[src/verilog/lsu_pkg.sv]
package lsu_pkg;

    // ************************************************
    // bus widths
    // ************************************************
    localparam int ADDR_W = 32;
    localparam int DATA_W = 32;
    localparam int STRB_W = DATA_W / 8;

    // ************************************************
    // operation and response codes
    // ************************************************
    typedef enum logic [1:0] {
        MEM_NONE  = 2'd0,
        MEM_LOAD  = 2'd1,
        MEM_STORE = 2'd2
    } mem_op_t;

    typedef enum logic [1:0] {
        SIZE_BYTE = 2'd0,
        SIZE_HALF = 2'd1,
        SIZE_WORD = 2'd2
    } mem_size_t;

    typedef enum logic [1:0] {
        RESP_OKAY   = 2'b00,
        RESP_SLVERR = 2'b10
    } axi_resp_t;

endpackage
[src/verilog/load_extract.sv]
module load_extract
    import lsu_pkg::*;
(
    input  logic [DATA_W-1:0] word,
    input  logic [1:0]        addr_lo,
    input  mem_size_t         size,
    input  logic              is_unsigned,
    input  logic              is_load,
    output logic [DATA_W-1:0] data
);

    logic [DATA_W-1:0] shifted;
    logic              byte_fill;
    logic              half_fill;

    assign shifted   = word >> {addr_lo, 3'b000}; // addressed byte lands in lane 0.
    assign byte_fill = shifted[7] && !is_unsigned;
    assign half_fill = shifted[15] && !is_unsigned;

    always_comb begin
        data = word; // non-loads pass the word as is.
        if (is_load) begin
            case (size)
                SIZE_BYTE: begin
                    data = {{(DATA_W-8){byte_fill}}, shifted[7:0]};
                end
                SIZE_HALF: begin
                    data = {{(DATA_W-16){half_fill}}, shifted[15:0]};
                end
                default: begin
                    data = shifted;
                end
            endcase
        end
    end

endmodule

[config.mk]
export PLATFORM = sky130hd
export DESIGN_NAME = load_extract
export DESIGN_NICKNAME = d
export VERILOG_FILES = /design/src/verilog/lsu_pkg.sv /design/src/verilog/load_extract.sv
export SDC_FILE = /design/constraint.sdc
export NUM_CORES = 1
export LEC_CHECK = 0
export BUFFER_PORTS_ARGS = -buffer_cell sky130_fd_sc_hd__buf_2
export CORE_MARGIN = 4
export CORE_UTILIZATION = 39
export DETAILED_ROUTE_END_ITERATION = 10
export GPL_ROUTABILITY_DRIVEN = 0
export PLACE_DENSITY_LB_ADDON = 0.3
export SETUP_SLACK_MARGIN = 0.4
export SLEW_MARGIN = 20
export SYNTH_ARGS = -nofsm -noshare
export SYNTH_HDL_FRONTEND = slang
export SYNTH_SLANG_ARGS = --single-unit
[constraint.sdc]
create_clock -name vclk -period 1
set_clock_uncertainty 0.05 [all_clocks]
set_input_delay 0 -clock vclk [all_inputs]
set_output_delay 0 -clock vclk [all_outputs]
set_load 0.005 [all_outputs]
==> results of run 1 <==
-- layer usage --
metal  global-route usage, %  vias up  share of wire [%]
met3                    1.61       10                7.8
met4                    4.07        0                1.6
met5                       0        -                  0
li1                        -      686                  -
met2                    43.2       80                 51
met1                    31.6      726                 40
-- cell type report --
class / count / area, sq um / area share (%)
multi-input combinational: 103 / 1110 / 61.9
inverter: 12 / 45.0 / 2.51
timing repair buffer: 95 / 604 / 33.6
tap: 28 / 35.0 / 1.95
-- worst min path at each step --
| stage | start | end | slack [ns] | cells past startpoint |
|---|---|---|---|---|
| after global routing | word[13] | data[13] | 0.30 | 4 |
| after detailed placement | word[13] | data[13] | 0.27 | 4 |
| after global placement | word[12] | data[12] | 0.25 | 4 |
| after CTS | word[13] | data[13] | 0.27 | 4 |
| after floorplan | word[30] | data[22] | 0.04 | 2 |
| final | word[13] | data[13] | 0.27 | 4 |
-- cells by family (layout without fill, tap and decap cells) --
| kind of cell | after synthesis | after routing | synth area share, % |
|---|---|---|---|
| buffers and inverters | 25 | 107 | 14.1 |
| AND/OR/NAND/NOR | 25 | 25 | 12.7 |
| multiplexers | 20 | 21 | 26.4 |
| AO/OA/AOI/OAI | 57 | 57 | 46.9 |
-- synthesized netlist by cell type (all sizes together) --
library cell	instances	area [sq um]
nor2	1	3.75
o21a	1	7.51
or3	1	6.26
a21boi	1	11.3
clkbuf	4	15.0
buf	9	70.1
nand2b	2	12.5
o221ai	9	91.3
nand4	1	6.26
nor2b	1	6.26
o2bb2ai	8	70.1
inv	12	45.0
o21ai	2	10.0
mux2	15	169
a2bb2oi	1	8.76
o22ai	14	87.6
mux4	2	45.0
a221oi	6	52.6
a21oi	7	35.0
a211oi	1	7.51
and4b	1	10.0
o31ai	7	52.6
mux2i	3	30.0
nand2	17	63.8
and3b	1	8.76
-- stage by stage --
| stage | setup WS [ns] | cell area (sq um) | TNS, ns | total power, mW |
|---|---|---|---|---|
| final | -0.343 | 1800 | -6.78 | 0.972 |
| after global routing | -0.382 | 1800 | -8.08 | 1.03 |
| after CTS | -0.328 | 1670 | -6.27 | 0.866 |
| after detailed placement | -0.390 | 1480 | -9.07 | 0.754 |
| after global placement | -0.339 | 1480 | -8.11 | 0.730 |
| after floorplan | -0.137 | 997 | -2.00 | 0.423 |
-- worst max-delay path, cell delays in order --
cell      delay (ns)
buf_12          0.12
mux2i_4         0.19
mux4_2          0.61
o221ai_2        0.23
buf_2           0.15
-- power breakdown --
| part | switching [mW] | total, mW | leakage (nW) | internal (mW) |
|---|---|---|---|---|
| combinational | 0.481 | 0.972 | 0.800 | 0.491 |
| clock | 0 | 0 | 0 | 0 |
| sequential | 0 | 0 | 0 | 0 |
-- what timing repair did --
item	CTS	global route
resized for setup	31	17
pin swaps	6	2
gates cloned	1	0
setup buffers	1	0
endpoints found under the setup margin	32	32
==> impl_metrics.toml, run 1 <==
[power_and_ir_drop]
leakagePower_nw = 0.800
ir_worst_vdd_mv = 0.365
p_per_area_nw_per_um2 = 540

[final_layout]
finalNonFillerCells = 238
nClkBuffers = 0
regArea_sq_um = 0
fin_util_pct = 80.5
mostFrequentLayoutCells = "buf_2 (64), buf_4 (23), nand2_1 (16)"
antenna_cells = 0
fillerInstances = 150
seq_cells = 0
syn2layout_area_growth_pct = 94.2
drive_gt1_share_pct = 70.5
final_common_cell = "buf_2"
final_net_count = 250

[placed_design]
portBuffers = 70
dp.cells = 236
place_hpwl_um = 3030

[floorplan]
placementRows = 17
start_util_pct = 41.5
io_pins = 70
fp.dieH_um = 56.7
coreArea_sq_um = 2230
dieWidth_um = 56.7
die_area_sq_um = 3220

[route]
first_iter_violations = 76
wl_um = 4420
viasPerCell = 6.31
avgRoutedWirePerCell_um = 18.6
ant_nets = 0
dr.pass1.iters = 4
vias = 1502
drcViolationCount = 0

[timing]
tightest_slew_ns = 0.333
fin_crit_ns = 1.34
period_share_pct = 134
holdWs_ns = 0.272
rsz0062_at_grt = "yes"
drv_slew = 0
setup_viol = 29
hold_viol = 0
fin_ws_ns = -0.343
worst_slew_margin_rel_pct = 77.2
fmax_mhz = 745

[global_routing]
grt_pass1_wl_um = 6550
grt_max_degree = 19
first_global_vias = 1374
grt_usage_pct = 24.1
grt_overflow = 0
antenna_found_initial = 0

[worst_setup_path]
cp_max_fo = 8
endpoint_kind = "output port"
path_class = "input port to output port"
worstSetupStartpointType = "input port"
crit_arrival_ns = 1.29
crit_start = "addr_lo[0]"
worstPathRequired_ns = 0.95
worstSetupEndpoint = "data[17]"

[yosys]
syn_inst = 127
seq_area_frac_synth_pct = 0
synthesis.nets = 165
netlist_area_sq_um = 926
syn_avg_cell_area_sq_um = 7.29
synth_warnings = 0
synth.distinct_cells = 32

[flow_run]
drv_cap = 0

[run_status]
violations = "setup timing"
status = "finished, violations left"

[clock_network]
cts_hold_buf = 0

[worst_hold_path]
hold_class = "input port to output port"
(Power assumes the default switching activity.)
==> inputs of run 2 (changes only) <==
--- a/config.mk
+++ b/config.mk
@@ -5,11 +5,13 @@
 export SDC_FILE = /design/constraint.sdc
 export NUM_CORES = 1
 export LEC_CHECK = 0
+export ABC_AREA = 1
 export BUFFER_PORTS_ARGS = -buffer_cell sky130_fd_sc_hd__buf_2
 export CORE_MARGIN = 4
-export CORE_UTILIZATION = 39
+export CORE_UTILIZATION = 43
 export DETAILED_ROUTE_END_ITERATION = 10
 export GPL_ROUTABILITY_DRIVEN = 0
+export MAX_ROUTING_LAYER = met4
 export PLACE_DENSITY_LB_ADDON = 0.3
 export SETUP_SLACK_MARGIN = 0.4
 export SLEW_MARGIN = 20
==> impl_metrics.toml, run 2 <==
[worst_hold_path]
hold_class = "input port to output port"
hp-start = "word[3]"

[final_layout]
antenna_cells = 0
syn2layout_area_growth_pct = 82.4
nClkBuffers = 0
regArea_sq_um = 0
final_net_count = 379
final_common_cell = "buf_2"
mostFrequentLayoutCells = "buf_2 (65), nand2_1 (57), inv_1 (31)"
drive_gt1_share_pct = 58.1
seq_cells = 0

[floorplan]
io_pins = 70
placementRows = 19
dieWidth_um = 62.2
fp.dieH_um = 62.2
die_area_sq_um = 3870
coreArea_sq_um = 2780
start_util_pct = 45.5

[flow_run]
drv_cap = 0

[route]
ant_nets = 0
dr.pass1.iters = 7
avgRoutedWirePerCell_um = 18.3
wl_um = 6790
vias = 2216
first_iter_violations = 252
viasPerCell = 5.99
drcViolationCount = 0

[yosys]
synth_xor_area_share_pct = 0
yosys.area.top_type = "nand2_1"
synthAdderAreaFrac_pct = 0
synth.most_common_cell = "nand2_1"
synth-compound-area-share_pct = 11.2
netlist_area_sq_um = 1260
synth.area.top_cells = "nand2_1 (26%), nand3_1 (15%), or2_2 (11%), inv_1 (9.8%), nor2_1 (5.0%)"
synth_common_cells = "nand2_1 (86), nand3_1 (39), inv_1 (33), or2_2 (23), nor2_1 (17)"
yosys.area_share.simple_pct = 68.1
seq_area_frac_synth_pct = 0
synthesis.nets = 295
syn_inst = 257
synth_warnings = 0
muxShareOfSynthArea_pct = 0
syn_avg_cell_area_sq_um = 4.92
synth.distinct_cells = 21
synth.top_cell.area_share_pct = 25.5
synth_top_family_by_area = "simple AND/OR/NAND/NOR gates"

[timing]
rsz0062_at_grt = "yes"
fin_crit_ns = 1.17
drv_slew = 0
fin_ws_ns = -0.171
worst_slew_margin_rel_pct = 82.9
fmax_mhz = 854
period_share_pct = 117
setup_viol = 8
tightest_slew_ns = 0.256
finalSetupTns_ns = -0.483
hold_viol = 0

[placed_design]
portBuffers = 70
place_hpwl_um = 3090
place_ws_ns = -0.120

[worst_setup_path]
crit_arrival_ns = 1.12
max_stage_delay_ns = 0.22
path_class = "input port to output port"
crit_slowest_cell = "nand4_4"
cp_cell_sequence = "buf_12, inv_12, nand2_2, nand2_4, nand4_4, nand3_1, nand2_1, inv_1, buf_2"
endpoint_kind = "output port"
cp_num_buf_inv = 4
worstSetupStartpointType = "input port"
crit_start = "addr_lo[0]"
worstPathRequired_ns = 0.95
cp_top_family = "simple AND/OR/NAND/NOR gates"
cp_max_fo = 8

[power_and_ir_drop]
leakagePower_nw = 1.31
p_per_area_nw_per_um2 = 507
ir_worst_vdd_mv = 0.403

[global_routing]
antenna_found_initial = 0
grt_usage_pct = 28.8
grt_overflow = 0
grt_pass1_wl_um = 9290
grt_max_degree = 19
first_global_vias = 1958

[run_status]
status = "finished, violations left"
violations = "setup timing"

[clock_network]
cts_hold_buf = 0
-- run 2: changes by cell type in the layout (fill, tap and decap cells not counted), sizes merged, moves of 8 or more --
cell,previous run,this run
o22ai,14,0
o2bb2ai,8,0
mux2,15,0
or2,0,23
nand2,17,95
nand3,0,46
inv,12,37
o221ai,9,0
nor2,1,19
-- run 2: worst paths after layout --
kind | to | slack, ns | cells after the start
worst max-delay path | data[22] | -0.17 | 9
worst min-delay path | data[3] | 0.24 | 4
-- run 2: metal layers --
layer | wire, um | part of all wire (%) | vias up | global-route usage (%)
met5 | 0 | 0 | - | -
met4 | 291 | 4.3 | 0 | 9.49
met2 | 3090 | 45 | 205 | 48.2
met3 | 894 | 13 | 35 | 4.32
met1 | 2520 | 37 | 987 | 35.1
li1 | - | - | 989 | -
-- run 2: cell type report --
| class | instances | area, sq um |
|---|---|---|
| fill | 162 | 474 |
| inverter | 37 | 169 |
| multi-input combinational | 208 | 1390 |
| tap | 31 | 38.8 |
| timing repair buffer | 94 | 711 |
-- run 2: power by group --
group          leakage, nW  internal (mW)  switching [mW]  total [mW]
Clock                    0              0               0           0
Combinational         1.31          0.514           0.656        1.17
Sequential               0              0               0           0
-- run 2: cells by family after synthesis --
kind of cell / after synthesis
buf+inv: 53
compound gates: 23
simple gates: 181
-- run 2: per-stage QoR --
step           hold slack [ns]  power (mW)  cells  util, %  cell area (sq um)
2_1_floorplan           0.0310       0.489    257        -               1310
3_3_place_gp             0.232       0.768    357     60.2               1680
3_5_place_dp             0.240       0.775    357     60.2               1680
4_1_cts                  0.244       0.995    367     76.4               2120
5_1_grt                  0.267        1.25    370     83.0               2310
6_report                 0.243        1.17    370     83.0               2310
-- run 2: repair_timing --
action                     CTS  global route
setup buffers                3             3
pin swaps                   24            29
gates cloned                 7             0
setup endpoints to repair   32            32
resized for setup           73            40
-- run 2: tightest hold or removal path: cells and delay by family --
family	cells	cell delay [ns]
AO/OA/AOI/OAI	1	0.04
buffers and inverters	3	0.26
