[src/verilog/lsu_pkg.sv]
package lsu_pkg;

    // ************************************************
    // bus widths
    // ************************************************
    localparam int ADDR_W = 32;
    localparam int DATA_W = 32;
    localparam int STRB_W = DATA_W / 8;

    // ************************************************
    // operation and response codes
    // ************************************************
    typedef enum logic [1:0] {
        MEM_NONE  = 2'd0,
        MEM_LOAD  = 2'd1,
        MEM_STORE = 2'd2
    } mem_op_t;

    typedef enum logic [1:0] {
        SIZE_BYTE = 2'd0,
        SIZE_HALF = 2'd1,
        SIZE_WORD = 2'd2
    } mem_size_t;

    typedef enum logic [1:0] {
        RESP_OKAY   = 2'b00,
        RESP_SLVERR = 2'b10
    } axi_resp_t;

endpackage
[src/verilog/lsu.sv]
module lsu
    import lsu_pkg::*;
(
    input  logic              clk,
    input  logic              rst,

    input  logic              in_valid,
    output logic              in_ready,
    input  mem_op_t           in_op,
    input  mem_size_t         in_size,
    input  logic              in_unsigned,
    input  logic [ADDR_W-1:0] in_addr,
    input  logic [DATA_W-1:0] in_wdata,

    output logic              out_valid,
    input  logic              out_ready,
    output logic              out_fault,

    output logic [DATA_W-1:0] ld_word,
    output logic [1:0]        ld_addr_lo,
    output mem_size_t         ld_size,
    output logic              ld_unsigned,
    output logic              ld_is_load,

    output logic              awvalid,
    input  logic              awready,
    output logic [ADDR_W-1:0] awaddr,
    output logic              wvalid,
    input  logic              wready,
    output logic [DATA_W-1:0] wdata,
    output logic [STRB_W-1:0] wstrb,
    input  logic              bvalid,
    output logic              bready,
    input  axi_resp_t         bresp,
    output logic              arvalid,
    input  logic              arready,
    output logic [ADDR_W-1:0] araddr,
    input  logic              rvalid,
    output logic              rready,
    input  logic [DATA_W-1:0] rdata,
    input  axi_resp_t         rresp
);

    localparam logic IDLE = 1'b0;
    localparam logic BUSY = 1'b1;

    logic              state;
    mem_op_t           op_q;
    logic [ADDR_W-1:0] addr_q;
    logic [DATA_W-1:0] lane_data;
    logic [STRB_W-1:0] lane_strb;
    logic              accept;
    logic              rd_done;
    logic              wr_done;
    logic              none_done;
    logic              res_fault;

    store_format store_format_inst (
        .size      (in_size),
        .addr_lo   (in_addr[1:0]),
        .data      (in_wdata),
        .lane_data (lane_data),
        .strb      (lane_strb)
    );

    assign in_ready   = (state == IDLE);
    assign accept     = in_valid && in_ready;
    assign rd_done    = rvalid && rready;
    assign wr_done    = bvalid && bready;
    assign none_done  = (state == BUSY) && (op_q != MEM_LOAD) && (op_q != MEM_STORE)
                        && !out_valid; // anything else passes its address back.
    assign res_fault  = rd_done ? (rresp != RESP_OKAY) :
                        wr_done ? (bresp != RESP_OKAY) : 1'b0;

    assign awaddr     = addr_q;
    assign araddr     = addr_q;
    assign ld_is_load = (op_q == MEM_LOAD);

    // ************************************************
    // control FSM and channel handshakes
    // ************************************************
    always_ff @(posedge clk or posedge rst) begin
        if (rst) begin
            state     <= IDLE;
            op_q      <= MEM_NONE;
            out_valid <= 1'b0;
            out_fault <= 1'b0;
            awvalid   <= 1'b0;
            wvalid    <= 1'b0;
            bready    <= 1'b0;
            arvalid   <= 1'b0;
            rready    <= 1'b0;
        end else begin
            case (state)
                IDLE: begin
                    if (accept) begin
                        state   <= BUSY;
                        op_q    <= in_op;
                        awvalid <= (in_op == MEM_STORE);
                        arvalid <= (in_op == MEM_LOAD);
                    end
                end
                BUSY: begin
                    if (awvalid && awready) begin
                        awvalid <= 1'b0;
                        wvalid  <= 1'b1; // data only after the address.
                    end
                    if (wvalid && wready) begin
                        wvalid <= 1'b0;
                        bready <= 1'b1;
                    end
                    if (arvalid && arready) begin
                        arvalid <= 1'b0;
                        rready  <= 1'b1;
                    end
                    if (rd_done) begin
                        rready <= 1'b0;
                    end
                    if (wr_done) begin
                        bready <= 1'b0;
                    end
                    if (rd_done || wr_done || none_done) begin
                        out_valid <= 1'b1;
                        out_fault <= res_fault; // error response still completes.
                    end
                    if (out_valid && out_ready) begin
                        out_valid <= 1'b0;
                        state     <= IDLE;
                    end
                end
                default: begin
                    state <= IDLE;
                end
            endcase
        end
    end

    // ************************************************
    // request and result payload
    // ************************************************
    always_ff @(posedge clk) begin
        if (accept) begin
            addr_q      <= {in_addr[ADDR_W-1:2], 2'b00};
            ld_addr_lo  <= in_addr[1:0];
            ld_size     <= in_size;
            ld_unsigned <= in_unsigned;
            wdata       <= lane_data;
            wstrb       <= lane_strb;
        end
        if (rd_done) begin
            ld_word <= rdata;
        end else if (wr_done) begin
            ld_word <= '0; // stores return zero.
        end else if (none_done) begin
            ld_word <= {addr_q[ADDR_W-1:2], ld_addr_lo};
        end
    end

endmodule

[src/verilog/store_format.sv]
module store_format
    import lsu_pkg::*;
(
    input  mem_size_t         size,
    input  logic [1:0]        addr_lo,
    input  logic [DATA_W-1:0] data,
    output logic [DATA_W-1:0] lane_data,
    output logic [STRB_W-1:0] strb
);

    localparam logic [STRB_W-1:0] STRB_BYTE = STRB_W'(1);
    localparam logic [STRB_W-1:0] STRB_HALF = STRB_W'(3);
    localparam logic [STRB_W-1:0] STRB_WORD = {STRB_W{1'b1}};

    always_comb begin
        lane_data = data << {addr_lo, 3'b000}; // low bytes move up to lane addr_lo.
        case (size)
            SIZE_BYTE: begin
                strb = STRB_BYTE << addr_lo;
            end
            SIZE_HALF: begin
                strb = STRB_HALF << addr_lo;
            end
            SIZE_WORD: begin
                strb = STRB_WORD << addr_lo; // aligned words only.
            end
            default: begin
                strb = '0;
            end
        endcase
    end

endmodule

[config.mk]
export PLATFORM = sky130hd
export DESIGN_NAME = lsu
export DESIGN_NICKNAME = d
export VERILOG_FILES = /design/src/verilog/lsu_pkg.sv /design/src/verilog/lsu.sv /design/src/verilog/store_format.sv
export SDC_FILE = /design/constraint.sdc
export NUM_CORES = 1
export LEC_CHECK = 0
export ABC_AREA = 1
export BUFFER_PORTS_ARGS = -buffer_cell sky130_fd_sc_hd__buf_4
export CAP_MARGIN = 10
export CORE_MARGIN = 4
export CORE_UTILIZATION = 40
export DETAILED_ROUTE_END_ITERATION = 12
export PLACE_DENSITY = 0.74
export SLEW_MARGIN = 30
export SYNTH_ARGS = -nofsm -noshare
export SYNTH_HDL_FRONTEND = slang
export SYNTH_SLANG_ARGS = --single-unit
[constraint.sdc]
create_clock -name clk -period 2.9 [get_ports clk]
set_input_delay 0.58 -clock clk [delete_from_list [all_inputs] [get_ports clk]]
set_output_delay 0.58 -clock clk [all_outputs]
set_load 0.01 [all_outputs]
==> impl_metrics.csv <==
group,metric,value,unit
yosys,yosys_warnings,0,
global_route,grt-busiest-layer,"met2",
clock_tree,numCtsBuffers,17,
worst_setup_path,path_buf_inv,1,
die,start_util,41.4,%
placed_design,detailed_place_hpwl,10.1,mm
status,status,"complete, no violations",
global_route,grt_use_met2,34.2,%
drt,avgViaCountPerCell,5.02,
worst_setup_path,cp_top_family,"simple AND/OR/NAND/NOR gates",
worst_setup_path,critPathRequiredTime,2.86,ns
sta,finalCritPeriodShare,72.1,%
worst_setup_path,crit_path_end_kind,"flip-flop",
layout,drive_gt1_share,49.7,%
layout,fin_area,7030,um^2
sta,finalSetupTns,0,ns
clock_tree,post_cts_buffers,0,
yosys,syn_inst,348,
pwr,leakage,3.16,nW
clock_tree,ctsResizeCount,0,
clock_tree,cts-root-buf,"clkbuf_16",
placed_design,place_ws,0.507,ns
layout,fill_cells,902,
yosys,synth-seq-area-share,69.9,%
clock_tree,clkLatencyLatePin,0.40,ns
flow_run,cap_violations,0,
global_route,grt_pass1_vias,3749,
drt,wire_per_inst,18.3,um
clock_tree,cts_max_path_buffers,2,
die,core.rowCount,39,
die,ios,260,
global_route,use_met1,20.5,%
die,core,11600,um^2
placed_design,gp_congestion,0.908,
sta,fmax,478,MHz
worst_setup_path,path_max_fanout,34,
global_route,grt-ovfl-total,0,
worst_setup_path,worst_path_largest_cell_delay,0.61,ns
drt,dr.pass1.iters,4,
sta,setup_ws,0.810,ns
sta,tightest_slew,0.786,ns
global_route,antenna_found_initial,0,
placed_design,dp.cells,699,
layout,final_util,60.8,%
worst_setup_path,crit_top_cell,"nand2_1",
yosys,syn_avg_cell_area,13.7,um^2
yosys,synth_flop_cell,"edfxtp_1",
worst_setup_path,critical_path.cell_chain,"nand2_1, nand2_1, inv_2, nand2_2",
global_route,grt_pass1_wl,20.4,mm
pwr,ir_worst_vdd,649,uV
worst_setup_path,startpoint_type,"flip-flop",
sta,slew_viol_final,0,
worst_setup_path,worstSetupPathType,"reg2reg",
layout,area_growth,47.0,%
sta,finalSetupViolCount,0,
layout,nets,691,
die,die_area,13800,um^2
layout,fin_cells,730,
clock_tree,cts_hold_buf,0,
worst_setup_path,cp.arrival,2.05,ns
clock_tree,cts_max_level,4,
global_route,grt_max_degree,55,
drt,wl,13.4,mm
drt,drc_errors,0,
yosys,ys_ff_latch,113,
placed_design,place_area,6520,um^2
clock_tree,cts_sinks,113,
sta,rsz0062_at_grt,"false",
sta,skew,0.00644,ns
yosys,synth.cell_area,4780,um^2
sta,fin_crit,2.09,ns
die,die_y,117,um
yosys,synth_edf_count,103,
worst_setup_path,crit_slowest_cell,"nand2_2",
drt,detail-route-antenna-nets,0,
drt,vias,3662,
pwr,power_density,901,nW/um^2
sta,slew_headroom,47.4,%
clock_tree,clk_pin_slew,0.05,ns
worst_hold_path,worstHoldPathType,"in2async",
sta,hold_violations,0,
yosys,synthArstFlopShare,8.85,%
yosys,yosysUniqueCellTypes,31,
die,die_w,117,um
clock_tree,cts_tree,"built",
placed_design,place.port_buffers,255,
global_route,track_usage,19.3,%
global_route,met3_usage,7.80,%
layout,diodes,0,
drt,drt_iter0_drc,282,
[layout by cell type, fill, tap and decap left out, types with 5 or more instances in the layout]
cell         n
edfxtp_1   103
nand3_1      6
clkbuf_16   17
clkinv_2     5
nand2_1     34
a22o_1      32
buf_4      257
nor2_1      17
dfrtp_1     10
inv_1       19
a21oi_1     20
a22oi_1      9
o21ai_1      8
o21ai_0      8
[cells in the mapped netlist (all sizes together), types with 2 or more instances]
| cell | n | area [um^2] |
|---|---|---|
| nand2 | 36 | 140 |
| a22oi | 9 | 67.6 |
| buf | 51 | 377 |
| a22o | 32 | 280 |
| o32ai | 4 | 42.6 |
| mux2i | 4 | 40.0 |
| nor2 | 19 | 86.3 |
| dfrtp | 10 | 250 |
| nand3 | 7 | 40.0 |
| inv | 24 | 95.1 |
| a21oi | 21 | 109 |
| edfxtp | 103 | 3090 |
| ha | 2 | 25.0 |
| o21ai | 16 | 80.1 |
| nor3 | 4 | 20.0 |
[layer usage]
| metal | vias up | wire (um) |
|---|---|---|
| met5 | - | 6 |
| met4 | 2 | 337 |
| met1 | 1731 | 4730 |
| met3 | 28 | 1190 |
| li1 | 1696 | - |
| met2 | 205 | 7120 |
[logic make-up after synthesis]
| group | after synthesis | synth area share [%] |
|---|---|---|
| AO/OA/AOI/OAI | 86 | 12.7 |
| adder cells (fa/ha/maj) | 2 | 0.523 |
| buffers and inverters | 76 | 9.94 |
| flip-flops | 113 | 69.9 |
| multiplexers | 4 | 0.837 |
| other | 1 | 0.0784 |
| AND/OR/NAND/NOR | 66 | 5.99 |
[final timing paths]
check / start / end / slack (ns) / cells past startpoint
worst max register to register: rready$_DFFE_PP0P_ / ld_word[4]$_DFFE_PN_ / 0.81 / 4
worst min register to register: out_fault$_DFFE_PP0P_ / out_fault$_DFFE_PP0P_ / 0.49 / 2
worst min-delay path: rst / awvalid$_DFFE_PP0P_ / 0.15 / 2
min in group clk: in_addr[22] / araddr[22]$_DFFE_PP_ / 0.35 / 1
worst max-delay path: rready$_DFFE_PP0P_ / ld_word[4]$_DFFE_PN_ / 0.81 / 4
max in group asynchronous: rst / out_valid$_DFFE_PP0P_ / 2.48 / 2
[worst register-to-register path, stage by stage, from the launching register on]
cell and delay (ns):
dfrtp_1 0.39, nand2_1 0.13, nand2_1 0.08, inv_2 0.43
nand2_2 0.61
[layout make-up]
type,instances,area (um^2),share of cell area (%)
clock buffer,21,440,6.26
clock inverter,10,70.1,0.996
inverter,24,95.1,1.35
multi-input combinational,162,975,13.9
sequential,113,3340,47.5
tap,143,179,2.54
timing repair buffer,257,1930,27.4
[state kept, by name, indices dropped and copies added, names as in the netlist]
name / flops
ld_addr_lo: 2
ld_word: 32
op_q: 2
state: 1
wvalid: 1
araddr: 30
awvalid: 1
arvalid: 1
out_fault: 1
out_valid: 1
ld_size: 2
wstrb: 4
ld_unsigned: 1
bready: 1
wdata: 32
rready: 1
[per-stage QoR]
stage	hold slack [ns]	total power [W]
2_1_floorplan	0.420	0.00360
3_3_place_gp	0.482	0.00455
3_5_place_dp	0.479	0.00460
4_1_cts	0.149	0.00641
5_1_grt	0.176	0.00665
6_report	0.151	0.00634
[report_power, final]
part | internal, W | total, W | switching [W]
Combinational | 0.000883 | 0.00189 | 0.00101
Sequential | 0.00243 | 0.00265 | 0.000221
Clock | 0.00115 | 0.00180 | 0.000652
(Power assumes the default switching activity.)
